**src/rtl/display_pkg.sv**
```systemverilog
package display_pkg;

    // panel geometry, 128x32 ssd1306
    localparam int page_count    = 4;    // eight pixel rows per page
    localparam int column_count  = 128;
    localparam int digit_columns = 8;    // glyph plus gap
    localparam int glyph_columns = 4;

    // 3x5 hex digits on pixel rows 1..5, bit 0 is the top row
    // fourth column stays dark as letter spacing
    localparam logic [7:0] hex_font [16][glyph_columns] = '{
        '{8'h3E, 8'h22, 8'h3E, 8'h00},  // 0
        '{8'h24, 8'h3E, 8'h20, 8'h00},  // 1
        '{8'h3A, 8'h2A, 8'h2E, 8'h00},  // 2
        '{8'h2A, 8'h2A, 8'h3E, 8'h00},  // 3
        '{8'h0E, 8'h08, 8'h3E, 8'h00},  // 4
        '{8'h2E, 8'h2A, 8'h3A, 8'h00},  // 5
        '{8'h3E, 8'h2A, 8'h3A, 8'h00},  // 6
        '{8'h02, 8'h02, 8'h3E, 8'h00},  // 7
        '{8'h3E, 8'h2A, 8'h3E, 8'h00},  // 8
        '{8'h2E, 8'h2A, 8'h3E, 8'h00},  // 9
        '{8'h3E, 8'h0A, 8'h3E, 8'h00},  // a
        '{8'h3E, 8'h2A, 8'h14, 8'h00},  // b
        '{8'h3E, 8'h22, 8'h22, 8'h00},  // c
        '{8'h3E, 8'h22, 8'h1C, 8'h00},  // d
        '{8'h3E, 8'h2A, 8'h2A, 8'h00},  // e
        '{8'h3E, 8'h0A, 8'h0A, 8'h00}   // f
    };

    // panel comes out of reset with the display off and columns at 0..127
    localparam int init_length = 6;
    localparam logic [7:0] init_bytes [init_length] = '{
        8'h20, 8'h00,         // horizontal addressing
        8'h22, 8'h00, 8'h03,  // pages 0..3 only
        8'hAF                 // display on
    };

    typedef enum logic [1:0] {
        rnd_init,    // command bytes, once after reset
        rnd_fetch,   // read one row from the buffer
        rnd_pixels   // 128 column bytes of the current page
    } render_state_t;

    typedef enum logic [1:0] {
        spi_idle,
        spi_shift,
        spi_finish
    } spi_state_t;

endpackage

```
**src/rtl/jtag_pkg.sv**
```systemverilog
package jtag_pkg;

    // capture side geometry
    localparam int capture_bits  = 64;  // shift register and row width
    localparam int row_count     = 4;   // one row per oled page
    localparam int row_addr_bits = 2;
    localparam int sync_stages   = 2;   // flops in front of every jtag input

    // write handshake toward the display buffer
    typedef enum logic [1:0] {
        cap_idle,     // waiting for a jupdate edge
        cap_request,  // wr_req high, data held
        cap_release   // wr_req low, waiting for wr_ack to fall
    } capture_state_t;

endpackage
```
**src/rtl/jtag_scope_top.sv**
```systemverilog
`timescale 1ns/1ps

module jtag_scope_top (
    input  logic clk,
    input  logic arst_n,
    input  logic jtck,       // from the vendor jtag passthrough
    input  logic jtdi,
    input  logic jupdate,
    output logic oled_csn,
    output logic oled_clk,
    output logic oled_mosi,
    output logic oled_dc,
    output logic oled_resn
);
    import jtag_pkg::*;

    // capture to buffer
    logic                     wr_req;
    logic [row_addr_bits-1:0] wr_row;
    logic [capture_bits-1:0]  wr_data;
    logic                     wr_ack;
    // renderer to buffer
    logic                     rd_req;
    logic [row_addr_bits-1:0] rd_row;
    logic                     rd_ack;
    logic [capture_bits-1:0]  rd_data;
    // renderer to serializer
    logic                     byte_req;
    logic [7:0]               byte_data;
    logic                     byte_dc;
    logic                     byte_ack;

    jtag_capture jtag_capture_i (
        .clk     (clk),
        .arst_n  (arst_n),
        .jtck    (jtck),
        .jtdi    (jtdi),
        .jupdate (jupdate),
        .wr_req  (wr_req),
        .wr_row  (wr_row),
        .wr_data (wr_data),
        .wr_ack  (wr_ack)
    );

    display_buffer display_buffer_i (
        .clk     (clk),
        .arst_n  (arst_n),
        .wr_req  (wr_req),
        .wr_row  (wr_row),
        .wr_data (wr_data),
        .wr_ack  (wr_ack),
        .rd_req  (rd_req),
        .rd_row  (rd_row),
        .rd_ack  (rd_ack),
        .rd_data (rd_data)
    );

    hex_renderer hex_renderer_i (
        .clk       (clk),
        .arst_n    (arst_n),
        .rd_req    (rd_req),
        .rd_row    (rd_row),
        .rd_ack    (rd_ack),
        .rd_data   (rd_data),
        .byte_req  (byte_req),
        .byte_data (byte_data),
        .byte_dc   (byte_dc),
        .byte_ack  (byte_ack)
    );

    oled_spi oled_spi_i (
        .clk       (clk),
        .arst_n    (arst_n),
        .byte_req  (byte_req),
        .byte_data (byte_data),
        .byte_dc   (byte_dc),
        .byte_ack  (byte_ack),
        .oled_csn  (oled_csn),
        .oled_clk  (oled_clk),
        .oled_mosi (oled_mosi),
        .oled_dc   (oled_dc),
        .oled_resn (oled_resn)
    );

endmodule

```
**src/rtl/oled_spi.sv**
```systemverilog
`timescale 1ns/1ps

module oled_spi (
    input  logic       clk,
    input  logic       arst_n,
    input  logic       byte_req,
    input  logic [7:0] byte_data,
    input  logic       byte_dc,
    output logic       byte_ack,   // rises once all 8 bits are out
    output logic       oled_csn,
    output logic       oled_clk,   // clk/2 while shifting
    output logic       oled_mosi,
    output logic       oled_dc,
    output logic       oled_resn
);
    import display_pkg::*;

    spi_state_t state;
    logic [2:0] bit_cnt;   // bits already presented on mosi, minus one
    logic [7:0] shreg;
    logic       start;
    logic       fall;      // oled_clk goes low this cycle

    assign start = (state == spi_idle) && !byte_ack && byte_req;
    assign fall  = (state == spi_shift) && oled_clk;

    always_ff @(posedge clk or negedge arst_n) begin
        if (!arst_n) begin
            state     <= spi_idle;
            bit_cnt   <= '0;
            byte_ack  <= 1'b0;
            oled_csn  <= 1'b1;
            oled_clk  <= 1'b0;
            oled_mosi <= 1'b0;
            oled_dc   <= 1'b0;
            oled_resn <= 1'b0;  // panel held in reset with us
        end else begin
            oled_resn <= 1'b1;
            case (state)
                spi_idle: begin
                    if (byte_ack) begin
                        if (!byte_req) byte_ack <= 1'b0;  // phase 4
                    end else if (start) begin
                        oled_csn  <= 1'b0;
                        oled_dc   <= byte_dc;       // held through the byte
                        oled_mosi <= byte_data[7];  // msb first
                        bit_cnt   <= '0;
                        state     <= spi_shift;
                    end
                end
                spi_shift: begin
                    if (!oled_clk) begin
                        oled_clk <= 1'b1;  // panel samples here
                    end else begin
                        oled_clk <= 1'b0;
                        if (bit_cnt == 3'd7) begin
                            state <= spi_finish;
                        end else begin
                            bit_cnt   <= bit_cnt + 1'b1;
                            oled_mosi <= shreg[6];  // next bit while clk is low
                        end
                    end
                end
                spi_finish: begin
                    oled_csn <= 1'b1;
                    byte_ack <= 1'b1;  // 18 cycles after req
                    state    <= spi_idle;
                end
                default: state <= spi_idle;
            endcase
        end
    end

    always_ff @(posedge clk) begin
        if (start) begin
            shreg <= byte_data;
        end else if (fall && bit_cnt != 3'd7) begin
            shreg <= shreg << 1;
        end
    end

endmodule

```
**src/rtl/hex_renderer.sv**
```systemverilog
`timescale 1ns/1ps

module hex_renderer (
    input  logic                               clk,
    input  logic                               arst_n,
    // buffer read port
    output logic                               rd_req,
    output logic [jtag_pkg::row_addr_bits-1:0] rd_row,
    input  logic                               rd_ack,
    input  logic [jtag_pkg::capture_bits-1:0]  rd_data,
    // byte stream to the serializer
    output logic                               byte_req,
    output logic [7:0]                         byte_data,
    output logic                               byte_dc,    // 0 command, 1 pixels
    input  logic                               byte_ack
);
    import jtag_pkg::*;
    import display_pkg::*;

    render_state_t              state;
    logic [2:0]                 init_idx;    // next init byte
    logic [7:0]                 col;         // pixel bytes issued on this page
    logic [row_addr_bits-1:0]   page;
    logic [capture_bits-1:0]    row_data;
    logic [3:0]                 digit;       // hex digit under the current column
    logic [3:0]                 nibble;
    logic [2:0]                 glyph_pos;
    logic [7:0]                 pixel_byte;
    logic                       byte_free;
    logic                       send_init;
    logic                       send_pixel;
    logic                       fetch_done;

    assign rd_row = page;

    // both req and ack low means the last byte finished all four phases
    assign byte_free  = !byte_req && !byte_ack;
    assign send_init  = (state == rnd_init) && byte_free && (init_idx != 3'(init_length));
    assign send_pixel = (state == rnd_pixels) && byte_free && (col != 8'(column_count));
    assign fetch_done = (state == rnd_fetch) && rd_req && rd_ack;

    // digit c/8 from the left, leftmost digit is bits 63..60
    assign digit       = 4'(col[6:0] / digit_columns);
    assign nibble      = row_data[{~digit, 2'b00} +: 4];  // digit 15 sits at bit 0
    assign glyph_pos   = 3'(col[6:0] % digit_columns);
    assign pixel_byte  = (glyph_pos < 3'(glyph_columns)) ? hex_font[nibble][glyph_pos[1:0]]
                                                         : 8'h00;  // gap between digits

    always_ff @(posedge clk or negedge arst_n) begin
        if (!arst_n) begin
            state    <= rnd_init;
            init_idx <= '0;
            col      <= '0;
            page     <= '0;
            rd_req   <= 1'b0;
            byte_req <= 1'b0;
            byte_dc  <= 1'b0;
        end else begin
            if (byte_req && byte_ack) byte_req <= 1'b0;  // acked, drop req
            case (state)
                rnd_init: begin
                    if (send_init) begin
                        byte_req <= 1'b1;
                        byte_dc  <= 1'b0;
                        init_idx <= init_idx + 1'b1;
                    end else if (byte_free) begin
                        state <= rnd_fetch;  // init is never sent again
                    end
                end
                rnd_fetch: begin
                    if (!rd_req && !rd_ack) begin
                        rd_req <= 1'b1;  // previous read fully released
                    end else if (fetch_done) begin
                        rd_req <= 1'b0;
                        col    <= '0;
                        state  <= rnd_pixels;
                    end
                end
                rnd_pixels: begin
                    if (send_pixel) begin
                        byte_req <= 1'b1;
                        byte_dc  <= 1'b1;
                        col      <= col + 1'b1;
                    end else if (byte_free) begin
                        // page done, wrap after the last one
                        page  <= (page == row_addr_bits'(page_count - 1)) ? '0 : page + 1'b1;
                        state <= rnd_fetch;
                    end
                end
                default: state <= rnd_init;
            endcase
        end
    end

    always_ff @(posedge clk) begin
        if (fetch_done) row_data <= rd_data;
        if (send_init) begin
            byte_data <= init_bytes[init_idx];
        end else if (send_pixel) begin
            byte_data <= pixel_byte;
        end
    end

endmodule

```
**src/rtl/display_buffer.sv**
```systemverilog
`timescale 1ns/1ps

module display_buffer (
    input  logic                               clk,
    input  logic                               arst_n,
    // capture side
    input  logic                               wr_req,
    input  logic [jtag_pkg::row_addr_bits-1:0] wr_row,
    input  logic [jtag_pkg::capture_bits-1:0]  wr_data,
    output logic                               wr_ack,
    // renderer side
    input  logic                               rd_req,
    input  logic [jtag_pkg::row_addr_bits-1:0] rd_row,
    output logic                               rd_ack,
    output logic [jtag_pkg::capture_bits-1:0]  rd_data
);
    import jtag_pkg::*;

    logic [capture_bits-1:0] rows [row_count];
    logic                    wr_grant;     // capture owns the buffer
    logic                    rd_grant;     // renderer owns the buffer
    logic                    buffer_free;
    logic                    rd_start;

    assign buffer_free = !wr_grant && !rd_grant;
    assign rd_start    = buffer_free && !wr_req && rd_req;  // write wins a tie

    // acks are the grant flops, so they trail req by one cycle both ways
    assign wr_ack = wr_grant;
    assign rd_ack = rd_grant;

    always_ff @(posedge clk or negedge arst_n) begin
        if (!arst_n) begin
            wr_grant <= 1'b0;
            rd_grant <= 1'b0;
            for (int i = 0; i < row_count; i++) begin
                rows[i] <= '0;  // blank screen shows all zero digits
            end
        end else begin
            if (wr_grant) begin
                if (!wr_req) wr_grant <= 1'b0;  // held until req drops
            end else if (rd_grant) begin
                if (!rd_req) rd_grant <= 1'b0;
            end else if (wr_req) begin
                wr_grant     <= 1'b1;
                rows[wr_row] <= wr_data;
            end else if (rd_req) begin
                rd_grant <= 1'b1;
            end
        end
    end

    // read data is latched with the grant and stays put while rd_ack is high
    always_ff @(posedge clk) begin
        if (rd_start) rd_data <= rows[rd_row];
    end

endmodule

```
**src/rtl/jtag_capture.sv**
```systemverilog
`timescale 1ns/1ps

module jtag_capture (
    input  logic                               clk,
    input  logic                               arst_n,
    input  logic                               jtck,     // tck from the passthrough primitive
    input  logic                               jtdi,
    input  logic                               jupdate,  // end of a shift, one tck wide
    output logic                               wr_req,
    output logic [jtag_pkg::row_addr_bits-1:0] wr_row,
    output logic [jtag_pkg::capture_bits-1:0]  wr_data,
    input  logic                               wr_ack
);
    import jtag_pkg::*;

    logic [sync_stages-1:0]  jtck_sync;     // top bit is the clean copy
    logic [sync_stages-1:0]  jtdi_sync;
    logic [sync_stages-1:0]  jupdate_sync;
    logic                    jtck_prev;
    logic                    jupdate_prev;
    logic                    jtck_rise;
    logic                    jupdate_rise;
    logic [capture_bits-1:0] shift_reg;
    capture_state_t          state;

    // edge detect on the synchronized copies
    assign jtck_rise    = jtck_sync[sync_stages-1] & ~jtck_prev;
    assign jupdate_rise = jupdate_sync[sync_stages-1] & ~jupdate_prev;

    assign wr_req = (state == cap_request);

    always_ff @(posedge clk or negedge arst_n) begin
        if (!arst_n) begin
            jtck_sync    <= '0;
            jtdi_sync    <= '0;
            jupdate_sync <= '0;
            jtck_prev    <= 1'b0;
            jupdate_prev <= 1'b0;
        end else begin
            jtck_sync    <= {jtck_sync[sync_stages-2:0], jtck};
            jtdi_sync    <= {jtdi_sync[sync_stages-2:0], jtdi};  // same depth keeps tdi aligned
            jupdate_sync <= {jupdate_sync[sync_stages-2:0], jupdate};
            jtck_prev    <= jtck_sync[sync_stages-1];
            jupdate_prev <= jupdate_sync[sync_stages-1];
        end
    end

    // running shift register, newest bit lands in bit 0
    always_ff @(posedge clk or negedge arst_n) begin
        if (!arst_n) begin
            shift_reg <= '0;
        end else if (jtck_rise) begin
            shift_reg <= {shift_reg[capture_bits-2:0], jtdi_sync[sync_stages-1]};
        end
    end

    // four-phase write, an update seen outside idle is lost
    always_ff @(posedge clk or negedge arst_n) begin
        if (!arst_n) begin
            state  <= cap_idle;
            wr_row <= '0;
        end else begin
            case (state)
                cap_idle: begin
                    if (jupdate_rise) state <= cap_request;
                end
                cap_request: begin
                    if (wr_ack) state <= cap_release;  // buffer took the row
                end
                cap_release: begin
                    if (!wr_ack) begin
                        state  <= cap_idle;
                        wr_row <= wr_row + 1'b1;  // wraps after row_count rows
                    end
                end
                default: state <= cap_idle;
            endcase
        end
    end

    // snapshot taken on the same edge that leaves idle
    always_ff @(posedge clk) begin
        if (state == cap_idle && jupdate_rise) wr_data <= shift_reg;
    end

endmodule

```
**config.mk**
```make
export PLATFORM = sky130hd
export DESIGN_NAME = jtag_scope_top
export DESIGN_NICKNAME = d
export VERILOG_FILES = /design/src/rtl/display_pkg.sv /design/src/rtl/jtag_pkg.sv /design/src/rtl/jtag_scope_top.sv /design/src/rtl/oled_spi.sv /design/src/rtl/hex_renderer.sv /design/src/rtl/display_buffer.sv /design/src/rtl/jtag_capture.sv
export SDC_FILE = /design/constraint.sdc
export NUM_CORES = 1
export LEC_CHECK = 0
export BUFFER_PORTS_ARGS = -buffer_cell sky130_fd_sc_hd__clkbuf_2
export CAP_MARGIN = 20
export CORE_AREA = 2 2 257 259
export CTS_BUF_LIST = sky130_fd_sc_hd__clkbuf_2 sky130_fd_sc_hd__clkbuf_4 sky130_fd_sc_hd__clkbuf_8
export CTS_CLUSTER_SIZE = 28
export DETAILED_ROUTE_END_ITERATION = 16
export DIE_AREA = 0 0 259 261
export GPL_TIMING_DRIVEN = 0
export RECOVER_POWER = 50
export SYNTH_ARGS = -nofsm -noshare
export SYNTH_HDL_FRONTEND = slang
export SYNTH_SLANG_ARGS = --single-unit
```
**constraint.sdc**
```tcl
create_clock -name clk -period 8.3 [get_ports clk]
set_clock_uncertainty 0.05 [all_clocks]
set_input_delay 0.83 -clock clk [delete_from_list [all_inputs] [get_ports clk]]
set_output_delay 0.83 -clock clk [all_outputs]
set_load 0.02 [all_outputs]
```
==> impl_metrics.toml <==
[run_status]
violations = "max-capacitance violations, max-slew violations"
outcome = "complete, but fails checks"

[routing]
drt-vias-per-instance = 4.83
detail_route.drc_violations = 0
totalWireLength_um = 43000
vias = 11200
ant_nets = 0
routed_wire_length_per_instance_um = 18.5
dr.pass1.iters = 5
drt_first_iter_violations = 735

[critical_path]
setup.worst_path.start_class = "input port"
slowest_stage = "sky130_fd_sc_hd__clkbuf_1"
ordered_cell_list_for_the_critical_path = "clkbuf_1"
max_stage_delay_ns = 3.07
category_of_the_most_critical_setup_path = "in2async"
critical_path.top_delay_family = "buffers and inverters"
critPathBufInv = 1
setup.worst_path.end_class = "asynchronous set/reset pin"
crit_path_required_time_ns = 7.93
arrival_ns = 4.04
max_fo_critical_path = 74

[clock_network]
cts_hold_repair.buffers = 0
clock_latency_ns = 0.68
worst_path_clk_slew_ns = 0.06
cts.repair_timing.setup_buffer_count = 0
cts_tree = "built"
htreeDepth = 3
clock-sinks = 569
clock-root-buffer = "sky130_fd_sc_hd__clkbuf_8"
post_cts_resized = 0
tritoncts.num_buffers = 94
cts_max_path_bufs = 3

[logic_synthesis]
yosys.cell_count.top_type = "sky130_fd_sc_hd__dfrtp_1"
synthesis.area_um2 = 22400
synth-seq-area-share_pct = 68.1
synth.ff_latch_count = 569
synth_cell_type_count = 56
postSynthAreaPerCell_um2 = 18.0
parity_gate_share_of_the_synthesized_area_counting_xor_and_xnor_cells_pct = 0.351
synthArstFlopShare_pct = 63.8
post_synth_edffs = 206
synth_compound_gate_area_share_pct = 1.80
syn_inst = 1248
yosys_most_used_dff = "sky130_fd_sc_hd__dfrtp_1"
synth_simple_gate_area_share_pct = 2.05
synth_fa_ha_area_share_pct = 1.00
synth_mux_area_share_pct = 25.3
synthDominantCellAreaShare_pct = 40.4
mappedNetlistNets = 1271
synth_top_area_cell = "sky130_fd_sc_hd__dfrtp_1"
synth_top_cells_by_count = "sky130_fd_sc_hd__dfrtp_1, sky130_fd_sc_hd__mux2_2, sky130_fd_sc_hd__edfxtp_1"
largest_family_of_logic_cells_by_synthesized_area = "multiplexers"
synth.area.top_cells = "sky130_fd_sc_hd__dfrtp_1, sky130_fd_sc_hd__edfxtp_1, sky130_fd_sc_hd__mux2_2"
synth.yosys.warnings = 0

[global_routing]
via_count_of_the_first_global_routing_pass = 12100
grt_start_max_net_pins = 119
grt_antenna_before_repair = 0
grt_first_pass_wirelength_um = 68700
grt-ovfl-total = 0
track_usage_pct = 13.2

[cells_and_area]
multi_input_comb_area_um2 = 6850
top_register = "display_buffer_i.rows"
layout-area-overhead-vs-synth_pct = 15.5
layout.area.seq_um2 = 15300
design.final.nets = 1400
largest_reg_flops = 256
drive_above_1_share_pct = 42.1
fillers = 5837
insertedDiodeCount = 0
final_core_utilization_pct = 39.8

[placement]
port-buffer-count = 9
place_hpwl_um = 27700
gp_congestion = 0.760
placement.setup.worst_slack_ns = 4.76

[timing]
worst_slew_pin_slew_ns = 4.51
hold_slack_ns = 0.231
fmaxAchievable_ghz = 0.227
setup_repair_after_global_routing_missed_its_margin = "no"
final.period_utilization_pct = 53.2
setup_violations = 0
slew_viol_final = 112
worst_slew_margin_rel_pct = -201
hold_viol = 0
post-route-min-period_ns = 4.41
finalWorstSetupSlack_ns = 3.89

[die]
core_area_um2 = 65000
io_pins = 10
placementRows = 94
die_area_um2 = 67600
initial_core_util_pct = 34.5
dieHeight_um = 261
chipWidth_um = 259

[worst_hold_path]
hp-class = "in2reg"

[pwr]
worst_ir_drop_vdd_uv = 122
power-per-cell-area_nw_per_um2 = 306
leakage_nw = 10.6

[flow_run]
maxCapViolCount = 3
==> layout make-up <==
cell class | count | share of cell area [%]
Timing Repair Buffer | 33 | 1.16
Buffer | 57 | 0.937
Clock buffer | 157 | 7.42
Sequential cell | 569 | 58.9
Clock inverter | 20 | 0.690
Tap cell | 864 | 4.17
Multi-Input combinational cell | 604 | 26.4
Inverter | 18 | 0.266
==> layout by cell type, fill, tap and decap left out, types with 7 or more instances in the layout <==
master and count:
sky130_fd_sc_hd__dfrtp_1 362, sky130_fd_sc_hd__mux2_2 324, sky130_fd_sc_hd__edfxtp_1 206, sky130_fd_sc_hd__clkbuf_8 119
sky130_fd_sc_hd__mux4_2 79, sky130_fd_sc_hd__clkbuf_1 46, sky130_fd_sc_hd__clkbuf_4 38, sky130_fd_sc_hd__nand2_1 28
sky130_fd_sc_hd__ha_1 18, sky130_fd_sc_hd__mux2i_1 17, sky130_fd_sc_hd__inv_1 15, sky130_fd_sc_hd__buf_4 14
sky130_fd_sc_hd__nor2_1 13, sky130_fd_sc_hd__a21oi_1 11, sky130_fd_sc_hd__nor3_1 9, sky130_fd_sc_hd__o21ai_0 9
sky130_fd_sc_hd__nand3_1 8, sky130_fd_sc_hd__clkinv_1 8, sky130_fd_sc_hd__nor2b_1 8, sky130_fd_sc_hd__clkbuf_2 8
sky130_fd_sc_hd__buf_1 7, sky130_fd_sc_hd__mux2_1 7, sky130_fd_sc_hd__clkinv_2 7
==> metal layers <==
metal,wire length [µm],GRT usage (%)
met3,1600,2.95
met4,899,4.09
met1,20000,18.2
met5,0,0
met2,20500,20.8
==> cell families after synthesis <==
family	Yosys count
buf+inv	75
flops	569
other cells	1
mux	427
xor+xnor	9
fa+ha+maj	18
compound gates	58
simple gates	91
==> stage by stage <==
| stage | TNS, ns | std cells | instance area, µm² | power (W) |
|---|---|---|---|---|
| after CTS | 0 | 2321 | 25900 | 0.00804 |
| final | 0 | 2322 | 25900 | 0.00792 |
| after detailed placement | 0 | 2144 | 23800 | 0.00536 |
| after global placement | -1091.03 | 2121 | 23600 | 0.00525 |
| after floorplan | 0 | 1248 | 22400 | 0.00493 |
| after global routing | 0 | 2322 | 25900 | 0.00833 |
==> final timing paths <==
check	slack, ns	start	end	cells after the start
min in group asynchronous	1.72	arst_n	jtag_capture_i.shift_reg[42]$_DFFE_PN0P_	1
worst min register to register	0.30	jtag_capture_i.jtdi_sync[0]$_DFF_PN0_	jtag_capture_i.jtdi_sync[1]$_DFF_PN0_	0
worst max-delay path	3.89	arst_n	hex_renderer_i.byte_dc$_DFFE_PN0P_	1
max in group clk	4.68	hex_renderer_i.col[4]$_DFFE_PN0P_	hex_renderer_i.byte_data[2]$_DFFE_PP_	10
worst max register to register	4.68	hex_renderer_i.col[4]$_DFFE_PN0P_	hex_renderer_i.byte_data[2]$_DFFE_PP_	10
worst min-delay path	0.23	jtdi	jtag_capture_i.jtdi_sync[0]$_DFF_PN0_	1
==> power breakdown <==
part / internal (W) / switching, W
logic: 0.000810 / 0.000497
registers: 0.00363 / 0.000336
clock network: 0.00155 / 0.00109
(Power assumes the default switching activity.)
